--- src/rtl/scalar_pkg.sv ---
/*
 * Scalar execution stage shared definitions
 * Sizes, opcode enums and the packed structs that carry commands,
 * write-back results and bank traffic between the blocks.
 */
`default_nettype none

package scalar_pkg;

	//////////////////////////////
	// Sizes
	//////////////////////////////
	localparam int DATA_W       = 32;
	localparam int INDEX_W      = 5;
	localparam int ISSUE_W      = 6;                        // Ages wrap modulo 64
	localparam int ADDR_W       = 8;                        // Word address, both banks
	localparam int BANK_AW      = ADDR_W - 1;               // Low bit picks the bank
	localparam int BANK_WORDS   = 1 << BANK_AW;
	localparam int BANK_LAT_MAX = 3;
	localparam int LAT_W        = $clog2(BANK_LAT_MAX + 1);

	typedef logic [DATA_W-1:0]  data_t;
	typedef logic [INDEX_W-1:0] index_t;
	typedef logic [ISSUE_W-1:0] issue_no_t;
	typedef logic [ADDR_W-1:0]  addr_t;
	typedef logic [BANK_AW-1:0] bank_addr_t;
	typedef logic [LAT_W-1:0]   lat_t;

	//////////////////////////////
	// Opcodes
	//////////////////////////////
	typedef enum logic {OP_ALU, OP_LDST} op_class_e;

	typedef enum logic [2:0] {ADD, SUB, AND, OR, XOR, SLL, SRL, SLT} alu_op_e;

	typedef enum logic {LOAD, STORE} ldst_op_e;

	//////////////////////////////
	// Bundles
	//////////////////////////////
	typedef struct packed {
		op_class_e cls;
		alu_op_e   alu_op;
		ldst_op_e  ldst_op;
		index_t    dst;
		data_t     src1;
		data_t     src2;
		data_t     src3;                                    // Store data
	} command_t;

	typedef struct packed {
		index_t    dst;
		issue_no_t issue_no;
	} token_t;

	typedef struct packed {
		logic      valid;
		index_t    dst;
		data_t     data;
		issue_no_t issue_no;
	} wb_t;

	typedef struct packed {
		logic       valid;
		logic       write;
		bank_addr_t addr;
		data_t      wdata;
	} mem_req_t;

	typedef struct packed {
		logic  ready;
		logic  grant;
		data_t rdata;                                       // Valid with grant on a load
	} mem_rsp_t;

endpackage

`default_nettype wire

--- src/rtl/data_bank.sv ---
/*
 * Data bank
 * Word memory with one access in flight; the grant delay steps
 * through 1 to BANK_LAT_MAX cycles on each accepted access.
 */
`default_nettype none

module data_bank (
	input  wire                       clock,
	input  wire                       rst,
	input  wire scalar_pkg::mem_req_t mem_req,
	output scalar_pkg::mem_rsp_t      mem_rsp
);
	import scalar_pkg::*;

	data_t mem [BANK_WORDS];
	data_t rdata_q;
	logic  busy;
	lat_t  cnt;                                         // Cycles left to grant
	lat_t  lat_nxt;                                     // Delay for the next access
	logic  accept;

	assign accept = mem_req.valid && !busy;

	always_ff @(posedge clock) begin
		if (rst) begin
			busy    <= 1'b0;
			cnt     <= '0;
			lat_nxt <= lat_t'(1);
		end else if (accept) begin
			busy    <= 1'b1;
			cnt     <= lat_nxt;
			lat_nxt <= (lat_nxt == lat_t'(BANK_LAT_MAX)) ? lat_t'(1) : lat_nxt + 1'b1;
		end else if (busy) begin
			cnt <= cnt - 1'b1;
			if (cnt == lat_t'(1)) begin
				busy <= 1'b0;                           // Grant cycle ends the access
			end
		end
	end

	// Access done at accept; only one is in flight so data stays valid
	always_ff @(posedge clock) begin
		if (accept) begin
			if (mem_req.write) begin
				mem[mem_req.addr] <= mem_req.wdata;
			end else begin
				rdata_q <= mem[mem_req.addr];
			end
		end
	end

	assign mem_rsp = '{ready: !busy, grant: busy && cnt == lat_t'(1), rdata: rdata_q};

endmodule

`default_nettype wire

--- config.mk ---
export PLATFORM = sky130hd
export DESIGN_NAME = data_bank
export DESIGN_NICKNAME = d
export VERILOG_FILES = /design/src/rtl/scalar_pkg.sv /design/src/rtl/data_bank.sv
export SDC_FILE = /design/constraint.sdc
export NUM_CORES = 2
export LEC_CHECK = 0
export BUFFER_PORTS_ARGS = -buffer_cell sky130_fd_sc_hd__buf_4
export CORE_ASPECT_RATIO = 1.1
export CORE_UTILIZATION = 35
export CTS_CLUSTER_DIAMETER = 40
export DETAILED_ROUTE_END_ITERATION = 8
export HOLD_SLACK_MARGIN = 0.05
export PLACE_DENSITY = 0.55
export RECOVER_POWER = 50
export SYNTH_ARGS = -nofsm -noshare
export SYNTH_HDL_FRONTEND = slang
export SYNTH_SLANG_ARGS = --single-unit
--- constraint.sdc ---
create_clock -name clock -period 4.3 [get_ports clock]
set_clock_uncertainty 0.15 [all_clocks]
set_input_delay 0.215 -clock clock [delete_from_list [all_inputs] [get_ports clock]]
set_output_delay 0.215 -clock clock [all_outputs]
set_load 0.005 [all_outputs]
# Yosys cells after proc, flatten, opt, wreduce, memory -nomap -nowiden
# Memories as Yosys holds them, arrays and structs flattened. A register that Yosys moved wholly into a read port is not among the register bits.
# Cells that the tools add are included.
# op_classes
addsub	2
eq_ne	2
mux	9
bitwise	1
n_reduce_logical	5
# ops
cell	n
1-bit two-way mux	6
2-bit two-way mux	3
2-bit by 1-bit adder with 2-bit output, second input constant	1
2-bit by 1-bit equality test with 1-bit output, second input constant	1
2-bit equality test, second input constant	1
1-bit logical AND	2
2-bit AND reduction	1
2-bit nonzero test	1
2-bit by 1-bit subtractor with 2-bit output, second input constant	1
1-bit logical NOT	1
1-bit NOT	1
# word_totals
register_bits	5
ram_bits	4096
output_inout_bits	34
n_memories	1
# mem_list
name	depth	width	read_ports	rd_ports_with_merged_regs	write_ports	line	rtl
mem	128	32	1	1	1	data_bank.sv:16	data_t mem [BANK_WORDS];

# Depth between registers and ports, before layout
# depth
word_depth	4
depth_mapped	12

# Least setup slack after synthesis
# No wires, ideal clock.
# synth_timing
kind	input to register
startpoint	input mem_req[32] in the netlist's numbering
endpoint	memory mem[72][0] in the netlist's numbering, enable pin
arrival_ps	3750
required_time_ps	3689
setup_slack_ps	-62
cell_stages	9
path_cell_list	buf_6 > buf_6 > inv_2 > buf_2 > buf_2 > clkbuf_1 > buf_2 > nand2_1 > nor3_1
# synth_lines
element	line	rtl
from (decl)	data_bank.sv:11	input wire scalar_pkg::mem_req_t mem_req,
to (decl)	data_bank.sv:16	
# Straight into the memory's write port.

# Final worst setup path
# layout_timing
startpoint	input mem_req[16] in the netlist's numbering
endpoint	memory mem[0][16] in the netlist's numbering, data pin
# Straight into the memory's write port.

==> reports/qor.csv <==
metric,value,unit
drc,3,
final_cell_mix,"edfxtp_1, a22oi_1, a221oi_1",
max_cap_violations,43,
io_pins,77,
critical_path_class,in2reg,
synth-seq-cells,4133,
cts_made_buffers,538,
ys.flop_type,edfxtp_1,
slew_headroom,-213,%
syn2layout_area_growth,19.9,%
post_cts_buffers,0,
hold_viol,0,
drtIter0Drc,14819,
failed_checks,"DRC, capacitance limit, slew limit",
timing.fmax,0.240,GHz
cp_slowest_cell,clkbuf_1,
synth_edf_count,4128,
placed_area,0.171,mm²
outcome,"finished, violations left",
syn_area_per_cell,17.5,µm²
worstPathRequired,4.26,ns
hold_end,lat_nxt[1],
synthArstFlopShare,0,%
cts.sinks,4133,
cts.reportedPaths.clkPinSlew,0.05,ns
p_total,94.6,mW
layoutNonFillerInstCount,16113,
dpl_worst_slack,0.275,ns
grtUsageTotal,24.0,%
first_pass_iters,9,
synth_nets,9062,
timing.rr.start,busy,
grt_max_degree,129,
tightest_slew,4.70,ns
cts-htree-levels,6,
fin_crit,4.16,ns
setup_viol_count_final,0,
ctsHoldBuffers,46,
die-height,706,µm
die_w,642,µm
leakagePower,59.3,nW
powerDensity,500,mW/mm²
hp-class,in2reg,
final_common_cell,edfxtp_1,
vias,97806,
port-buffer-count,76,
path_cells,dlygate4sd3_1 -> clkbuf_1,
crit_buf_inv,2,
cp_data_arrival_time,4.13,ns
ctsResizeCount,0,
first_global_vias,94941,
hold_start,mem_req[40],
fp.dieArea,0.453,mm²
dp_hpwl,333000,µm
grt_first_pass_wirelength,768000,µm
routedWlPerCell,35.0,µm
min_path_cells,5,
ir_drop,485,µV
gp_congestion,0.942,
end_kind,flip-flop,
start_kind,input port,
drv_slew,2524,
ant_nets,0,
min_period_over_period,96.8,%
ys_warn_count,0,
num_rows,258,
antenna_found_initial,81,
drive_gt1_share,19.3,%
clock-root-buffer,clkbuf_16,
timing.rr.end,rdata_q[17],
critical-path-top-delay-family,buffers and inverters,
postLayoutCellArea,0.189,mm²
synth_cells,9017,
synthesis.area,0.158,mm²
synth.distinct_cells,78,
critPathMaxStageDelay,3.18,ns
cts_tree,built,
rsz0062_at_grt,false,
finalWirelength,563000,µm
setup_ws,0.137,ns
nets,9655,
worstSkewPairLatency,1.06,ns
grt-ovfl-total,0,
ys_seq_area_share,78.7,%
reg2reg_depth,4,
start_util,35.1,%
crit_fanout,63,
avgViaCountPerCell,6.07,
clockBufferDepth,4,
dp.cells,15004,
coreArea,0.449,mm²
ff2ff_setup_slack,0.57,ns
==> cells in the mapped netlist (all sizes together) (35+ instances only) <==
master,instances,area [µm²]
edfxtp,4128,124000
a22oi,582,4370
a221oi,574,5030
nand2,430,1620
buf,399,2110
clkbuf,329,1230
o22ai,322,2010
a21oi,292,1460
nor2,242,911
mux2i,238,2380
a222oi,169,1690
o21ai,164,821
mux2,129,1450
o2bb2ai,69,604
a211oi,55,413
a21bo,50,500
mux4,48,1080
nand3,48,240
o32ai,46,403
nor3,45,225
nor2b,44,275
a22o,41,359
a21boi,36,270
o221ai,35,307
==> worst max-delay path by stage <==
stage                      from           to  slack, ns  cells after the start
finish              mem_req[16]   mem[0][16]       0.14                      2
global route        mem_req[20]  mem[43][20]       0.27                      3
CTS                 mem_req[33]  rdata_q[16]       0.68                     10
detailed placement  mem_req[33]  rdata_q[29]       0.27                      9
global placement    mem_req[33]   rdata_q[1]      -0.46                     10
floorplan           mem_req[32]   mem[72][0]      -0.06                      9
==> per-stage QoR <==
stage	util, %	setup TNS (ns)	hold WS [ns]
final	42.1	0	0.142
after global routing	42.1	0	0.164
after CTS	42.2	0	0.0571
after detailed placement	38.0	0	0.273
after floorplan	-	-3.94	0.137
after global placement	38.0	-0.473	0.262
==> power breakdown <==
part	switching [mW]	internal, mW
Clock	18.2	26.5
Sequential	0.0783	44.5
Combinational	3.91	1.43
==> cell families after synthesis <==
group | after synthesis | synth area share [%]
flip-flops | 4133 | 78.7
AO/OA/AOI/OAI | 2714 | 13.1
AND/OR/NAND/NOR | 1008 | 2.94
buffers and inverters | 745 | 2.16
multiplexers | 415 | 3.12
adder cells (fa/ha/maj) | 2 | 0.0159
==> area by class of cell <==
type,count,area [µm²]
antenna,89,223
clock buffer,603,13800
clock inverter,371,4150
fill,39456,260000
inverter,17,83.8
multi-input combinational,4139,31400
sequential,4133,124000
tap,5980,7480
timing repair buffer,781,7840
==> per-layer routing <==
layer	wire [µm]	GRT usage, %
met5	383	0.264
met2	254000	37.2
met1	206000	30.6
met4	36600	13.9
met3	65500	6.14
==> registers in the layout, indices dropped and copies added (netlist names) <==
| register | flops |
|---|---|
| mem | 4096 |
| rdata_q | 32 |
| cnt | 2 |
| lat_nxt | 2 |
| busy | 1 |
Power figures use the tool's default switching activity.
