$ cat src/rtl/scalar_pkg.sv
/*
 * Scalar execution stage shared definitions
 * Sizes, opcode enums and the packed structs that carry commands,
 * write-back results and bank traffic between the blocks.
 */
`default_nettype none

package scalar_pkg;

	//////////////////////////////
	// Sizes
	//////////////////////////////
	localparam int DATA_W       = 32;
	localparam int INDEX_W      = 5;
	localparam int ISSUE_W      = 6;                        // Ages wrap modulo 64
	localparam int ADDR_W       = 8;                        // Word address, both banks
	localparam int BANK_AW      = ADDR_W - 1;               // Low bit picks the bank
	localparam int BANK_WORDS   = 1 << BANK_AW;
	localparam int BANK_LAT_MAX = 3;
	localparam int LAT_W        = $clog2(BANK_LAT_MAX + 1);

	typedef logic [DATA_W-1:0]  data_t;
	typedef logic [INDEX_W-1:0] index_t;
	typedef logic [ISSUE_W-1:0] issue_no_t;
	typedef logic [ADDR_W-1:0]  addr_t;
	typedef logic [BANK_AW-1:0] bank_addr_t;
	typedef logic [LAT_W-1:0]   lat_t;

	//////////////////////////////
	// Opcodes
	//////////////////////////////
	typedef enum logic {OP_ALU, OP_LDST} op_class_e;

	typedef enum logic [2:0] {ADD, SUB, AND, OR, XOR, SLL, SRL, SLT} alu_op_e;

	typedef enum logic {LOAD, STORE} ldst_op_e;

	//////////////////////////////
	// Bundles
	//////////////////////////////
	typedef struct packed {
		op_class_e cls;
		alu_op_e   alu_op;
		ldst_op_e  ldst_op;
		index_t    dst;
		data_t     src1;
		data_t     src2;
		data_t     src3;                                    // Store data
	} command_t;

	typedef struct packed {
		index_t    dst;
		issue_no_t issue_no;
	} token_t;

	typedef struct packed {
		logic      valid;
		index_t    dst;
		data_t     data;
		issue_no_t issue_no;
	} wb_t;

	typedef struct packed {
		logic       valid;
		logic       write;
		bank_addr_t addr;
		data_t      wdata;
	} mem_req_t;

	typedef struct packed {
		logic  ready;
		logic  grant;
		data_t rdata;                                       // Valid with grant on a load
	} mem_rsp_t;

endpackage

`default_nettype wire

$ cat src/rtl/exec_unit_s.sv
/*
 * Scalar execution unit
 * Numbers and routes issued commands to the ALU or to the even/odd
 * load/store unit, and writes back the oldest pending result.
 */
`default_nettype none

module exec_unit_s (
	input  wire                       clock,
	input  wire                       rst,
	input  wire                       issue_valid,
	input  wire scalar_pkg::command_t issue_cmd,
	output logic                      issue_ready,
	output scalar_pkg::mem_req_t      mem_req_evn,
	input  wire scalar_pkg::mem_rsp_t mem_rsp_evn,
	output scalar_pkg::mem_req_t      mem_req_odd,
	input  wire scalar_pkg::mem_rsp_t mem_rsp_odd,
	output scalar_pkg::wb_t           wb,
	output logic                      st_done_evn,
	output logic                      st_done_odd,
	output logic                      cond,
	output logic                      cond_valid
);
	import scalar_pkg::*;

	issue_no_t issue_cnt;
	logic      take_cmd;
	logic      is_alu;
	addr_t     ea;                                      // Effective word address
	logic      bank_sel;
	token_t    cmd_tok;

	logic      alu_req;
	logic      alu_busy;
	logic      alu_pend;
	logic      alu_take;
	data_t     alu_data;
	token_t    alu_tok;

	logic      ls_req   [2];
	logic      ls_busy  [2];
	logic      ls_pend  [2];
	logic      ls_take  [2];
	data_t     ls_data  [2];
	token_t    ls_tok   [2];

	issue_no_t age_alu;
	issue_no_t age_ls   [2];
	issue_no_t age_ls_win;
	logic      ls_any;
	logic      ls_odd_win;
	token_t    wb_tok;
	data_t     wb_data;

	//////////////////////////////
	// Issue and routing
	//////////////////////////////
	assign is_alu      = issue_cmd.cls == OP_ALU;
	assign ea          = issue_cmd.src1[ADDR_W-1:0] + issue_cmd.src2[ADDR_W-1:0];
	assign bank_sel    = ea[0];
	assign issue_ready = is_alu ? !alu_busy : !ls_busy[bank_sel];
	assign take_cmd    = issue_valid && issue_ready;
	assign cmd_tok     = '{dst: issue_cmd.dst, issue_no: issue_cnt};

	assign alu_req   = take_cmd && is_alu;
	assign ls_req[0] = take_cmd && !is_alu && !bank_sel;
	assign ls_req[1] = take_cmd && !is_alu && bank_sel;

	always_ff @(posedge clock) begin
		if (rst) begin
			issue_cnt <= '0;
		end else if (take_cmd) begin
			issue_cnt <= issue_cnt + 1'b1;
		end
	end

	//////////////////////////////
	// Oldest-first write-back
	//////////////////////////////
	assign age_alu    = issue_cnt - alu_tok.issue_no;
	assign age_ls[0]  = issue_cnt - ls_tok[0].issue_no;
	assign age_ls[1]  = issue_cnt - ls_tok[1].issue_no;

	assign ls_any     = ls_pend[0] || ls_pend[1];
	assign ls_odd_win = ls_pend[1] && (!ls_pend[0] || age_ls[1] > age_ls[0]); // Tie to even
	assign age_ls_win = ls_odd_win ? age_ls[1] : age_ls[0];

	assign alu_take   = alu_pend && (!ls_any || age_alu > age_ls_win);
	assign ls_take[1] = !alu_take && ls_odd_win;
	assign ls_take[0] = !alu_take && ls_pend[0] && !ls_odd_win;

	assign wb_tok  = alu_take ? alu_tok : (ls_odd_win ? ls_tok[1] : ls_tok[0]);
	assign wb_data = alu_take ? alu_data : (ls_odd_win ? ls_data[1] : ls_data[0]);
	assign wb      = '{valid: alu_pend || ls_any, dst: wb_tok.dst, data: wb_data,
		issue_no: wb_tok.issue_no};

	scalar_alu i_alu (
		.clock      (clock),
		.rst        (rst),
		.req        (alu_req),
		.op         (issue_cmd.alu_op),
		.src1       (issue_cmd.src1),
		.src2       (issue_cmd.src2),
		.tok        (cmd_tok),
		.take       (alu_take),
		.busy       (alu_busy),
		.pend       (alu_pend),
		.res_data   (alu_data),
		.res_tok    (alu_tok),
		.cond       (cond),
		.cond_valid (cond_valid)
	);

	ldst_unit i_ldst_evn (
		.clock    (clock),
		.rst      (rst),
		.req      (ls_req[0]),
		.op       (issue_cmd.ldst_op),
		.addr     (ea[ADDR_W-1:1]),
		.st_data  (issue_cmd.src3),
		.tok      (cmd_tok),
		.take     (ls_take[0]),
		.mem_rsp  (mem_rsp_evn),
		.busy     (ls_busy[0]),
		.mem_req  (mem_req_evn),
		.pend     (ls_pend[0]),
		.res_data (ls_data[0]),
		.res_tok  (ls_tok[0]),
		.st_done  (st_done_evn)
	);

	ldst_unit i_ldst_odd (
		.clock    (clock),
		.rst      (rst),
		.req      (ls_req[1]),
		.op       (issue_cmd.ldst_op),
		.addr     (ea[ADDR_W-1:1]),
		.st_data  (issue_cmd.src3),
		.tok      (cmd_tok),
		.take     (ls_take[1]),
		.mem_rsp  (mem_rsp_odd),
		.busy     (ls_busy[1]),
		.mem_req  (mem_req_odd),
		.pend     (ls_pend[1]),
		.res_data (ls_data[1]),
		.res_tok  (ls_tok[1]),
		.st_done  (st_done_odd)
	);

endmodule

`default_nettype wire

$ cat src/rtl/ldst_unit.sv
/*
 * Load/store sequencer for one data bank
 * Presents a request until the bank is ready, waits for grant, then
 * holds load data for write-back or reports a finished store.
 */
`default_nettype none

module ldst_unit (
	input  wire                         clock,
	input  wire                         rst,
	input  wire                         req,        // Command taken this cycle
	input  wire scalar_pkg::ldst_op_e   op,
	input  wire scalar_pkg::bank_addr_t addr,
	input  wire scalar_pkg::data_t      st_data,
	input  wire scalar_pkg::token_t     tok,
	input  wire                         take,       // Load data written back
	input  wire scalar_pkg::mem_rsp_t   mem_rsp,
	output logic                        busy,
	output scalar_pkg::mem_req_t        mem_req,
	output logic                        pend,
	output scalar_pkg::data_t           res_data,
	output scalar_pkg::token_t          res_tok,
	output logic                        st_done
);
	import scalar_pkg::*;

	typedef enum logic [1:0] {IDLE, REQ, WAIT, HOLD} state_e;

	state_e     state;
	state_e     state_nxt;
	ldst_op_e   op_q;
	bank_addr_t addr_q;
	data_t      wdata_q;
	logic       accept;
	logic       granted;
	logic       is_load;

	assign accept  = req && (state == IDLE || (state == HOLD && take));
	assign granted = state == WAIT && mem_rsp.grant;
	assign is_load = op_q == LOAD;

	//////////////////////////////
	// Sequencer
	//////////////////////////////
	always_comb begin
		state_nxt = state;
		case (state)
			IDLE: begin
				if (accept) begin
					state_nxt = REQ;
				end
			end
			REQ: begin
				if (mem_rsp.ready) begin                    // Bank takes it this cycle
					state_nxt = WAIT;
				end
			end
			WAIT: begin
				if (mem_rsp.grant) begin
					state_nxt = is_load ? HOLD : IDLE;
				end
			end
			HOLD: begin
				if (accept) begin
					state_nxt = REQ;                        // Back to back with write-back
				end else if (take) begin
					state_nxt = IDLE;
				end
			end
			default: begin
				state_nxt = IDLE;
			end
		endcase
	end

	always_ff @(posedge clock) begin
		if (rst) begin
			state   <= IDLE;
			st_done <= 1'b0;
		end else begin
			state   <= state_nxt;
			st_done <= granted && !is_load;
		end
	end

	// Command and result payload
	always_ff @(posedge clock) begin
		if (accept) begin
			op_q    <= op;
			addr_q  <= addr;
			wdata_q <= st_data;
			res_tok <= tok;
		end
		if (granted && is_load) begin
			res_data <= mem_rsp.rdata;
		end
	end

	//////////////////////////////
	// Outputs
	//////////////////////////////
	assign pend    = state == HOLD;
	assign busy    = state != IDLE && !(state == HOLD && take);
	assign mem_req = '{valid: state == REQ, write: op_q == STORE, addr: addr_q,
		wdata: wdata_q};

endmodule

`default_nettype wire

$ cat src/rtl/scalar_alu.sv
/*
 * Scalar integer ALU
 * One stage of arithmetic and logic, result held with its token until
 * the write-back selector takes it. SLT also drives the condition flag.
 */
`default_nettype none

module scalar_alu (
	input  wire                      clock,
	input  wire                      rst,
	input  wire                      req,           // Command taken this cycle
	input  wire scalar_pkg::alu_op_e op,
	input  wire scalar_pkg::data_t   src1,
	input  wire scalar_pkg::data_t   src2,
	input  wire scalar_pkg::token_t  tok,
	input  wire                      take,          // Held result written back
	output logic                     busy,
	output logic                     pend,
	output scalar_pkg::data_t        res_data,
	output scalar_pkg::token_t       res_tok,
	output logic                     cond,
	output logic                     cond_valid
);
	import scalar_pkg::*;

	data_t alu_res;
	logic  slt_bit;
	logic  load_res;
	logic  is_slt;

	assign slt_bit = $signed(src1) < $signed(src2);
	assign is_slt  = op == SLT;

	always_comb begin
		case (op)
			ADD: begin
				alu_res = src1 + src2;
			end
			SUB: begin
				alu_res = src1 - src2;
			end
			AND: begin
				alu_res = src1 & src2;
			end
			OR: begin
				alu_res = src1 | src2;
			end
			XOR: begin
				alu_res = src1 ^ src2;
			end
			SLL: begin
				alu_res = src1 << src2[$clog2(DATA_W)-1:0];
			end
			SRL: begin
				alu_res = src1 >> src2[$clog2(DATA_W)-1:0];
			end
			SLT: begin
				alu_res = {{(DATA_W-1){1'b0}}, slt_bit};
			end
			default: begin
				alu_res = '0;
			end
		endcase
	end

	// A new result may replace one that leaves this cycle
	assign load_res = req && (!pend || take);
	assign busy     = pend && !take;

	always_ff @(posedge clock) begin
		if (rst) begin
			pend <= 1'b0;
		end else if (load_res) begin
			pend <= 1'b1;
		end else if (take) begin
			pend <= 1'b0;
		end
	end

	always_ff @(posedge clock) begin
		if (load_res) begin
			res_data <= alu_res;
			res_tok  <= tok;
		end
	end

	always_ff @(posedge clock) begin
		if (rst) begin
			cond       <= 1'b0;
			cond_valid <= 1'b0;
		end else begin
			cond_valid <= load_res && is_slt;               // One cycle, with pend rising
			if (load_res && is_slt) begin
				cond <= slt_bit;
			end
		end
	end

endmodule

`default_nettype wire

$ cat config.mk
export PLATFORM = sky130hd
export DESIGN_NAME = exec_unit_s
export DESIGN_NICKNAME = d
export VERILOG_FILES = /design/src/rtl/scalar_pkg.sv /design/src/rtl/exec_unit_s.sv /design/src/rtl/ldst_unit.sv /design/src/rtl/scalar_alu.sv
export SDC_FILE = /design/constraint.sdc
export NUM_CORES = 1
export LEC_CHECK = 0
export ABC_AREA = 1
export BUFFER_PORTS_ARGS = -buffer_cell sky130_fd_sc_hd__buf_2
export CAP_MARGIN = 0
export CORE_AREA = 4 4 179 181
export DETAILED_ROUTE_END_ITERATION = 8
export DIE_AREA = 0 0 183 185
export PLACE_DENSITY_LB_ADDON = 0.3
export SLEW_MARGIN = 20
export SYNTH_ARGS = -nofsm -noshare
export SYNTH_HDL_FRONTEND = slang
export SYNTH_SLANG_ARGS = --single-unit
$ cat constraint.sdc
create_clock -name clock -period 7.6 [get_ports clock]
set_input_delay 1.52 -clock clock [delete_from_list [all_inputs] [get_ports clock]]
set_output_delay 1.52 -clock clock [all_outputs]
set_load 0.005 [all_outputs]
==> Yosys cells after proc, flatten, opt, wreduce, memory -nomap -nowiden <==
Cells that the tools add are included.
{ "totals": {"inputBits": 177, "word_cells": 140, "regBits": 224} }
{ "op_classes": {"n_eq_ne": 21, "n_bitwise": 7, "mux": 26, "n_shift": 2, "n_reduce_logical": 50, "addsub": 7, "magnitude_cmp": 4} }
{ "ops": {"columns": ["cell", "n"], "rows": [
  ["$pmux 32 s8", 1],
  ["$mux 32", 2],
  ["$add 32x32->32", 1],
  ["$and 32x32->32", 1],
  ["$lt 32x32->1", 1],
  ["$or 32x32->32", 1],
  ["$shl 32x5->32", 1],
  ["$shr 32x5->32", 1],
  ["$sub 32x32->32", 1],
  ["$xor 32x32->32", 1],
  ["$logic_and 1x1->1", 25],
  ["$mux 2", 12],
  ["$mux 11", 2],
  ["$sub 6x6->6", 3],
  ["$pmux 2 s4", 2],
  ["$eq 3x3->1 const B", 4],
  ["$gt 6x6->1", 2],
  ["$logic_not 1->1", 10],
  ["$add 8x8->8", 1],
  ["$eq 2x2->1 const B", 4],
  ["$ne 2x1->1 const B", 4],
  ["$reduce_and 4->1", 2],
  ["$logic_or 1x1->1", 7],
  ["$add 6x1->6 const B", 1],
  ["13 further kinds", 27]
]} }

==> Depth between registers and ports, before layout <==
{ "depth": {"ltp_word": 25, "mapped_depth": 38} }

==> Hierarchy <==
Synthesis repeated with hierarchy kept, for this count alone.
{ "unflattened": {"cells_unflattened": 2740, "hier_area_um2": 19237.2} }
{ "modules_own_cells": {"columns": ["mod", "instances", "area_per_inst_um2", "cells_each"], "rows": [
  ["scalar_alu", 1, 10805.4, 1935],
  ["ldst_unit", 2, 2735.1, 122],
  ["exec_unit_s", 1, 2961.6, 561]
]} }

==> Least setup slack after synthesis <==
Ideal clock, no wire load.
{ "synth_path": {"path_type": "reg-to-output", "startpoint": "register issue_cnt[1]", "endpoint": "output wb[4] (netlist bit)", "t_arrival_ps": 4441, "path_stages_with_launch": 33, "path_buffers": 4, "path_slack_ps": 1639, "cell_sequence": "dfxtp_1 -> ha_1 -> nand2_1 -> nor2_1 -> a211oi_1 -> o21ai_0 -> a21oi_1 -> xor2_1 -> ha_1 -> nand2_1 -> nor2_1 -> nand2_1 -> nand3_2 -> nand2_1 -> a21oi_4 -> inv_1 -> buf_2 -> clkbuf_1 -> nand2_1 -> o21ai_0 -> ha_1 -> nand2_1 -> nor2_2 -> nand3_1 -> nand2_1 -> nand2_1 -> nand2_2 -> buf_6 -> clkinv_1 -> buf_2 -> a21oi_1 -> o21ai_0 -> o21ai_0"} }
{ "synth_rtl": {"columns": ["element", "line", "rtl"], "rows": [
  ["start, declared", "exec_unit_s.sv:26", "issue_no_t issue_cnt;"],
  ["start signal, assigned", "exec_unit_s.sv:73", "issue_cnt <= issue_cnt + 1'b1;"],
  ["end, declared", "exec_unit_s.sv:18", "output scalar_pkg::wb_t wb,"]
]} }

==> Worst setup path after layout <==
{ "layout_path": {"startpoint": "register issue_cnt[2]", "endpoint": "output issue_ready"} }
{ "layout_between": {"elab_chain_cells": 19, "elab_cells_between_ends": 28, "classes_between": "add/sub (3); order compare (2); mux (5); reduce/logical (18)"} }
{ "layout_lines": {"columns": ["element", "line", "rtl"], "rows": [
  ["$sub 6x6->6 (on tied branches)", "exec_unit_s.sv:82, exec_unit_s.sv:81", null],
  ["$gt 6x6->1", "exec_unit_s.sv:85", "assign ls_odd_win = ls_pend[1] && (!ls_pend[0] || age_ls[1] > age_ls[0]);"],
  ["$logic_or 1x1->1", "exec_unit_s.sv:85", null],
  ["$logic_and 1x1->1", "exec_unit_s.sv:85", null],
  ["$mux 6", "exec_unit_s.sv:86", "assign age_ls_win = ls_odd_win ? age_ls[1] : age_ls[0];"],
  ["$gt 6x6->1", "exec_unit_s.sv:88", "assign alu_take = alu_pend && (!ls_any || age_alu > age_ls_win);"],
  ["$logic_or 1x1->1", "exec_unit_s.sv:88", null],
  ["$logic_and 1x1->1", "exec_unit_s.sv:88", null],
  ["$logic_not 1->1", "exec_unit_s.sv:89, exec_unit_s.sv:90, scalar_alu.sv:68", null],
  ["$logic_and 1x1->1 (2 in a row)", "exec_unit_s.sv:90", "assign ls_take[0] = !alu_take && ls_pend[0] && !ls_odd_win;"],
  ["$logic_and 1x1->1", "ldst_unit.sv:103", "assign busy = state != IDLE && !(state == HOLD && take);"],
  ["$logic_not 1->1", "ldst_unit.sv:103", null],
  ["$logic_and 1x1->1", "ldst_unit.sv:103", null],
  ["$mux 1 (implied by the code) (3 in a row)", "exec_unit_s.sv:61", "assign issue_ready = is_alu ? !alu_busy : !ls_busy[bank_sel];"],
  ["$logic_not 1->1", "exec_unit_s.sv:61", null],
  ["$mux 1 (*)", "exec_unit_s.sv:61", null],
  ["end, declared", "exec_unit_s.sv:13", "output logic issue_ready,"]
]} }
Mark *: on every way between the ends. The rest lies on a longest branch, timed or not. The select of a mux whose other input is x is not followed.

==> run_results.csv <==
group,metric,value,unit
cts,clockBufferDepth,3,
floorplanning,fp.dieH,185,um
global_routing,grt_max_degree,62,
floorplanning,core_area,30430,um2
timing,rsz0062_at_grt,"no",
synthesis,ys_ff_latch,224,
global_routing,grt_pass1_vias,17080,
timing,min_period,7.014,ns
synthesis,yosysTopAreaCell,"edfxtp_1",
detailed_routing,drt_iter0_drc,2125,
worst_setup_path,crit_slowest_cell,"ha_1",
cells_and_area,final_area,19760,um2
worst_setup_path,critPathKind,"reg -> out",
power,p_leak,0.008958,uW
place,dp_slack,0.4782,ns
global_routing,grt_overflow,0,
worst_setup_path,cp.buffers_inverters,5,
cts,clockRootBuffer,"clkbuf_16",
worst_setup_path,max_stage_delay,0.36,ns
floorplanning,rows,64,
cells_and_area,nFillCells,2639,
synthesis,syn_area,17390,um2
place,dpl_cell_area,19080,um2
cts,cts.clk_slew.worst_paths,0.06,ns
cells_and_area,synthToLayoutAreaGrowth,13.60,%
place,routabilityCongestion,1.031,
global_routing,antenna_found_initial,0,
timing,max_freq,142.6,MHz
timing,final_max_slew_viol_count,0,
place,port-buffer-count,307,
cts,cts_made_buffers,21,
synthesis,syn_avg_cell_area,7.591,um2
detailed_routing,vias,18040,
detailed_routing,ant_nets,0,
global_routing,grt_pass1_wl,97860,um
worst_setup_path,crit_family,"compound AO/OA/AOI/OAI gates",
cts,cts_tree,"built",
cts,cts_num_sinks,224,
timing,fin_crit_sh,0.9229,
synthesis,ys_seq_area_frac,0.3781,
timing,worstMarginPinSlew,1.072,ns
timing,worst_slack,0.5861,ns
floorplanning,die_width,183,um
outcome,status,"finished clean",
global_routing,grtUsageTotal,0.3725,
detailed_routing,via_per_inst,6.135,
floorplanning,die-area,33860,um2
detailed_routing,drc,0,
timing,clock_skew,0.01153,ns
cells_and_area,final_core_util,0.6493,
synthesis,synth_area_leaders,"edfxtp_1 (36%), nand2_1 (10%), ha_1 (9.0%)",
run,max-cap-violations,0,
cells_and_area,drive_above_1_share,0.1671,
timing,slew_headroom,0.2838,
floorplanning,ios,308,
worst_setup_path,critPathMaxFanout,46,
place,dp_hpwl,52730,um
cts,cts_setup_buffers,0,
worst_setup_path,crit_required,6.08,ns
synthesis,yosysUniqueCellTypes,55,
place,place_inst,2904,
synthesis,synth_nets,2598,
cts,cts_max_level,1,
hold_path,worstHoldPathType,"reg -> reg",
synthesis,synth_top_cell_area_share,0.3609,
worst_setup_path,path_common_cell,"nand2_1",
timing,fin_setup_tns,0,ns
cells_and_area,fin_nets,2838,
timing,setup_viol,0,
cells_and_area,stdcell_count,2940,
power,peakVddDrop,0.1273,mV
synthesis,yosysWarnings,0,
synthesis,synth_flop_cell,"edfxtp_1",
worst_setup_path,critPathLaunchType,"flip-flop",
synthesis,synth_edf_count,209,
synthesis,async_reset_ff_frac,0,
cells_and_area,multi_input_area,9134,um2
timing,hold_viol,0,
detailed_routing,dr.pass1.iters,6,
detailed_routing,routed_wl,66180,um
cts,clock_latency,0.50,ns
cells_and_area,diodes,0,
cells_and_area,seq_area,6576,um2
worst_setup_path,arrival,5.49,ns
detailed_routing,wl_per_cell,22.51,um
synthesis,syn_inst,2291,
floorplanning,start_util,0.5715,
power,power_per_cell_area,182.4,nW/um2
worst_setup_path,cp-end-kind,"output port",
-- area by class of cell --
cell class,count,share of cell area
repair buffers,332,0.08746
flip-flops and latches,224,0.3329
multi-input cells,1646,0.4623
clock inverters,12,0.006650
inverters,306,0.05845
well taps,396,0.02508
clock buffers,24,0.02717
-- cells in the final DEF (no fill, tap or decap), types with 12 or more instances in the layout --
cell       netlist  final
ha_1           125    125
mux2i_1         16     16
dfxtp_1         15     15
nor2_1         207    204
a31oi_1         18     18
o221ai_1        14     14
o21ai_1         80     80
o21ai_0        212    212
edfxtp_1       209    209
nand2_1        475    475
nand4_1         22     22
xor2_1          28     28
clkbuf_16        0     21
a21oi_1        165    165
buf_4            7     24
nand3_1        113    113
inv_1          284    280
buf_2           42    307
o22ai_1         13     13
o211ai_1        17     17
inv_2           18     21
nor3_1          18     18
o21a_1          12     12
-- synthesized netlist by cell type (6+ instances only) --
cell,count
a221oi_1,10
xor2_1,28
nor3_1,18
a21oi_1,165
o21ai_1,80
a21o_1,6
o22ai_1,13
ha_1,125
o21ai_2,6
edfxtp_1,209
nand2_1,475
inv_1,284
o221ai_1,14
buf_1,7
o211ai_1,17
clkbuf_1,52
buf_6,6
a31oi_1,18
nand4_1,22
o21bai_1,9
mux2i_1,16
dfxtp_1,15
nor2_1,207
inv_2,18
a21oi_2,9
o21ai_0,212
o21a_1,12
buf_4,7
nand3_1,113
nor4_1,10
a211oi_1,10
buf_2,42
-- per-layer routing --
metal | share of wire | vias to the layer above | global-route usage
li1 | - | 8225 | -
met1 | 0.38 | 8415 | 0.4821
met2 | 0.48 | 1214 | 0.6374
met3 | 0.10 | 184 | 0.04831
met4 | 0.046 | 0 | 0.1493
met5 | 0 | - | 0
-- cells by family (layout without fill, tap and decap cells) --
| group | count (synthesis) | in the layout | share of synthesized area |
|---|---|---|---|
| flops | 224 | 224 | 0.3781 |
| xor+xnor | 33 | 33 | 0.01662 |
| buf+inv | 421 | 674 | 0.09806 |
| simple gates | 867 | 867 | 0.2057 |
| fa+ha+maj | 130 | 130 | 0.09568 |
| compound gates | 600 | 600 | 0.1966 |
| mux | 16 | 16 | 0.009208 |
-- final timing paths --
path | startpoint | endpoint | slack (ns) | cells past startpoint
worst max-delay path | issue_cnt[2]$_SDFFE_PP0N_ | issue_ready | 0.59 | 30
worst min-delay path | issue_cnt[0]$_SDFFE_PP0N_ | i_ldst_odd.res_tok[0]$_DFFE_PP_ | 0.54 | 0
worst max register to register | issue_cnt[2]$_SDFFE_PP0N_ | i_ldst_evn.wdata_q[29]$_DFFE_PP_ | 1.49 | 30
worst min register to register | issue_cnt[0]$_SDFFE_PP0N_ | i_ldst_odd.res_tok[0]$_DFFE_PP_ | 0.54 | 0
-- registers in the layout, summed over array words and instances, names as in the netlist --
signal               count
i_ldst_evn.res_data     32
i_ldst_odd.res_tok      11
i_ldst_odd.st_done       1
i_alu.cond               1
i_ldst_odd.op_q          1
i_alu.res_tok           11
i_alu.pend               1
i_ldst_evn.st_done       1
i_ldst_odd.res_data     32
i_ldst_evn.op_q          1
i_ldst_evn.addr_q        7
i_alu.res_data          32
i_alu.cond_valid         1
i_ldst_evn.state         2
i_ldst_odd.wdata_q      32
i_ldst_evn.res_tok      11
i_ldst_odd.addr_q        7
issue_cnt                6
i_ldst_odd.state         2
i_ldst_evn.wdata_q      32
-- power by group --
| part | total (uW) | switching (uW) | internal [uW] | leakage, uW |
|---|---|---|---|---|
| clock network | 1030 | 446 | 583 | 0.000320 |
| registers | 1480 | 31.3 | 1450 | 0.00202 |
| logic | 1100 | 754 | 341 | 0.00661 |
| total | 3600 | 1230 | 2370 | 0.00896 |
-- what timing repair did --
action,4_1_cts,5_1_grt
endpoints found under the hold margin,0,0
pin swaps,0,0
hold buffers,0,0
gates cloned,0,0
resized for setup,1,3
setup endpoints to repair,26,33
-- metrics by stage --
| step | hold WS (ns) | total power (uW) |
|---|---|---|
| 4_1_cts | 0.5398 | 3580 |
| 5_1_grt | 0.5566 | 3769 |
| 6_report | 0.5389 | 3603 |
| 3_3_place_gp | 0.5121 | 2532 |
| 3_5_place_dp | 0.5311 | 2561 |
| 2_1_floorplan | 0.4410 | 2157 |
No activity file was read; power rests on OpenSTA's default activity.
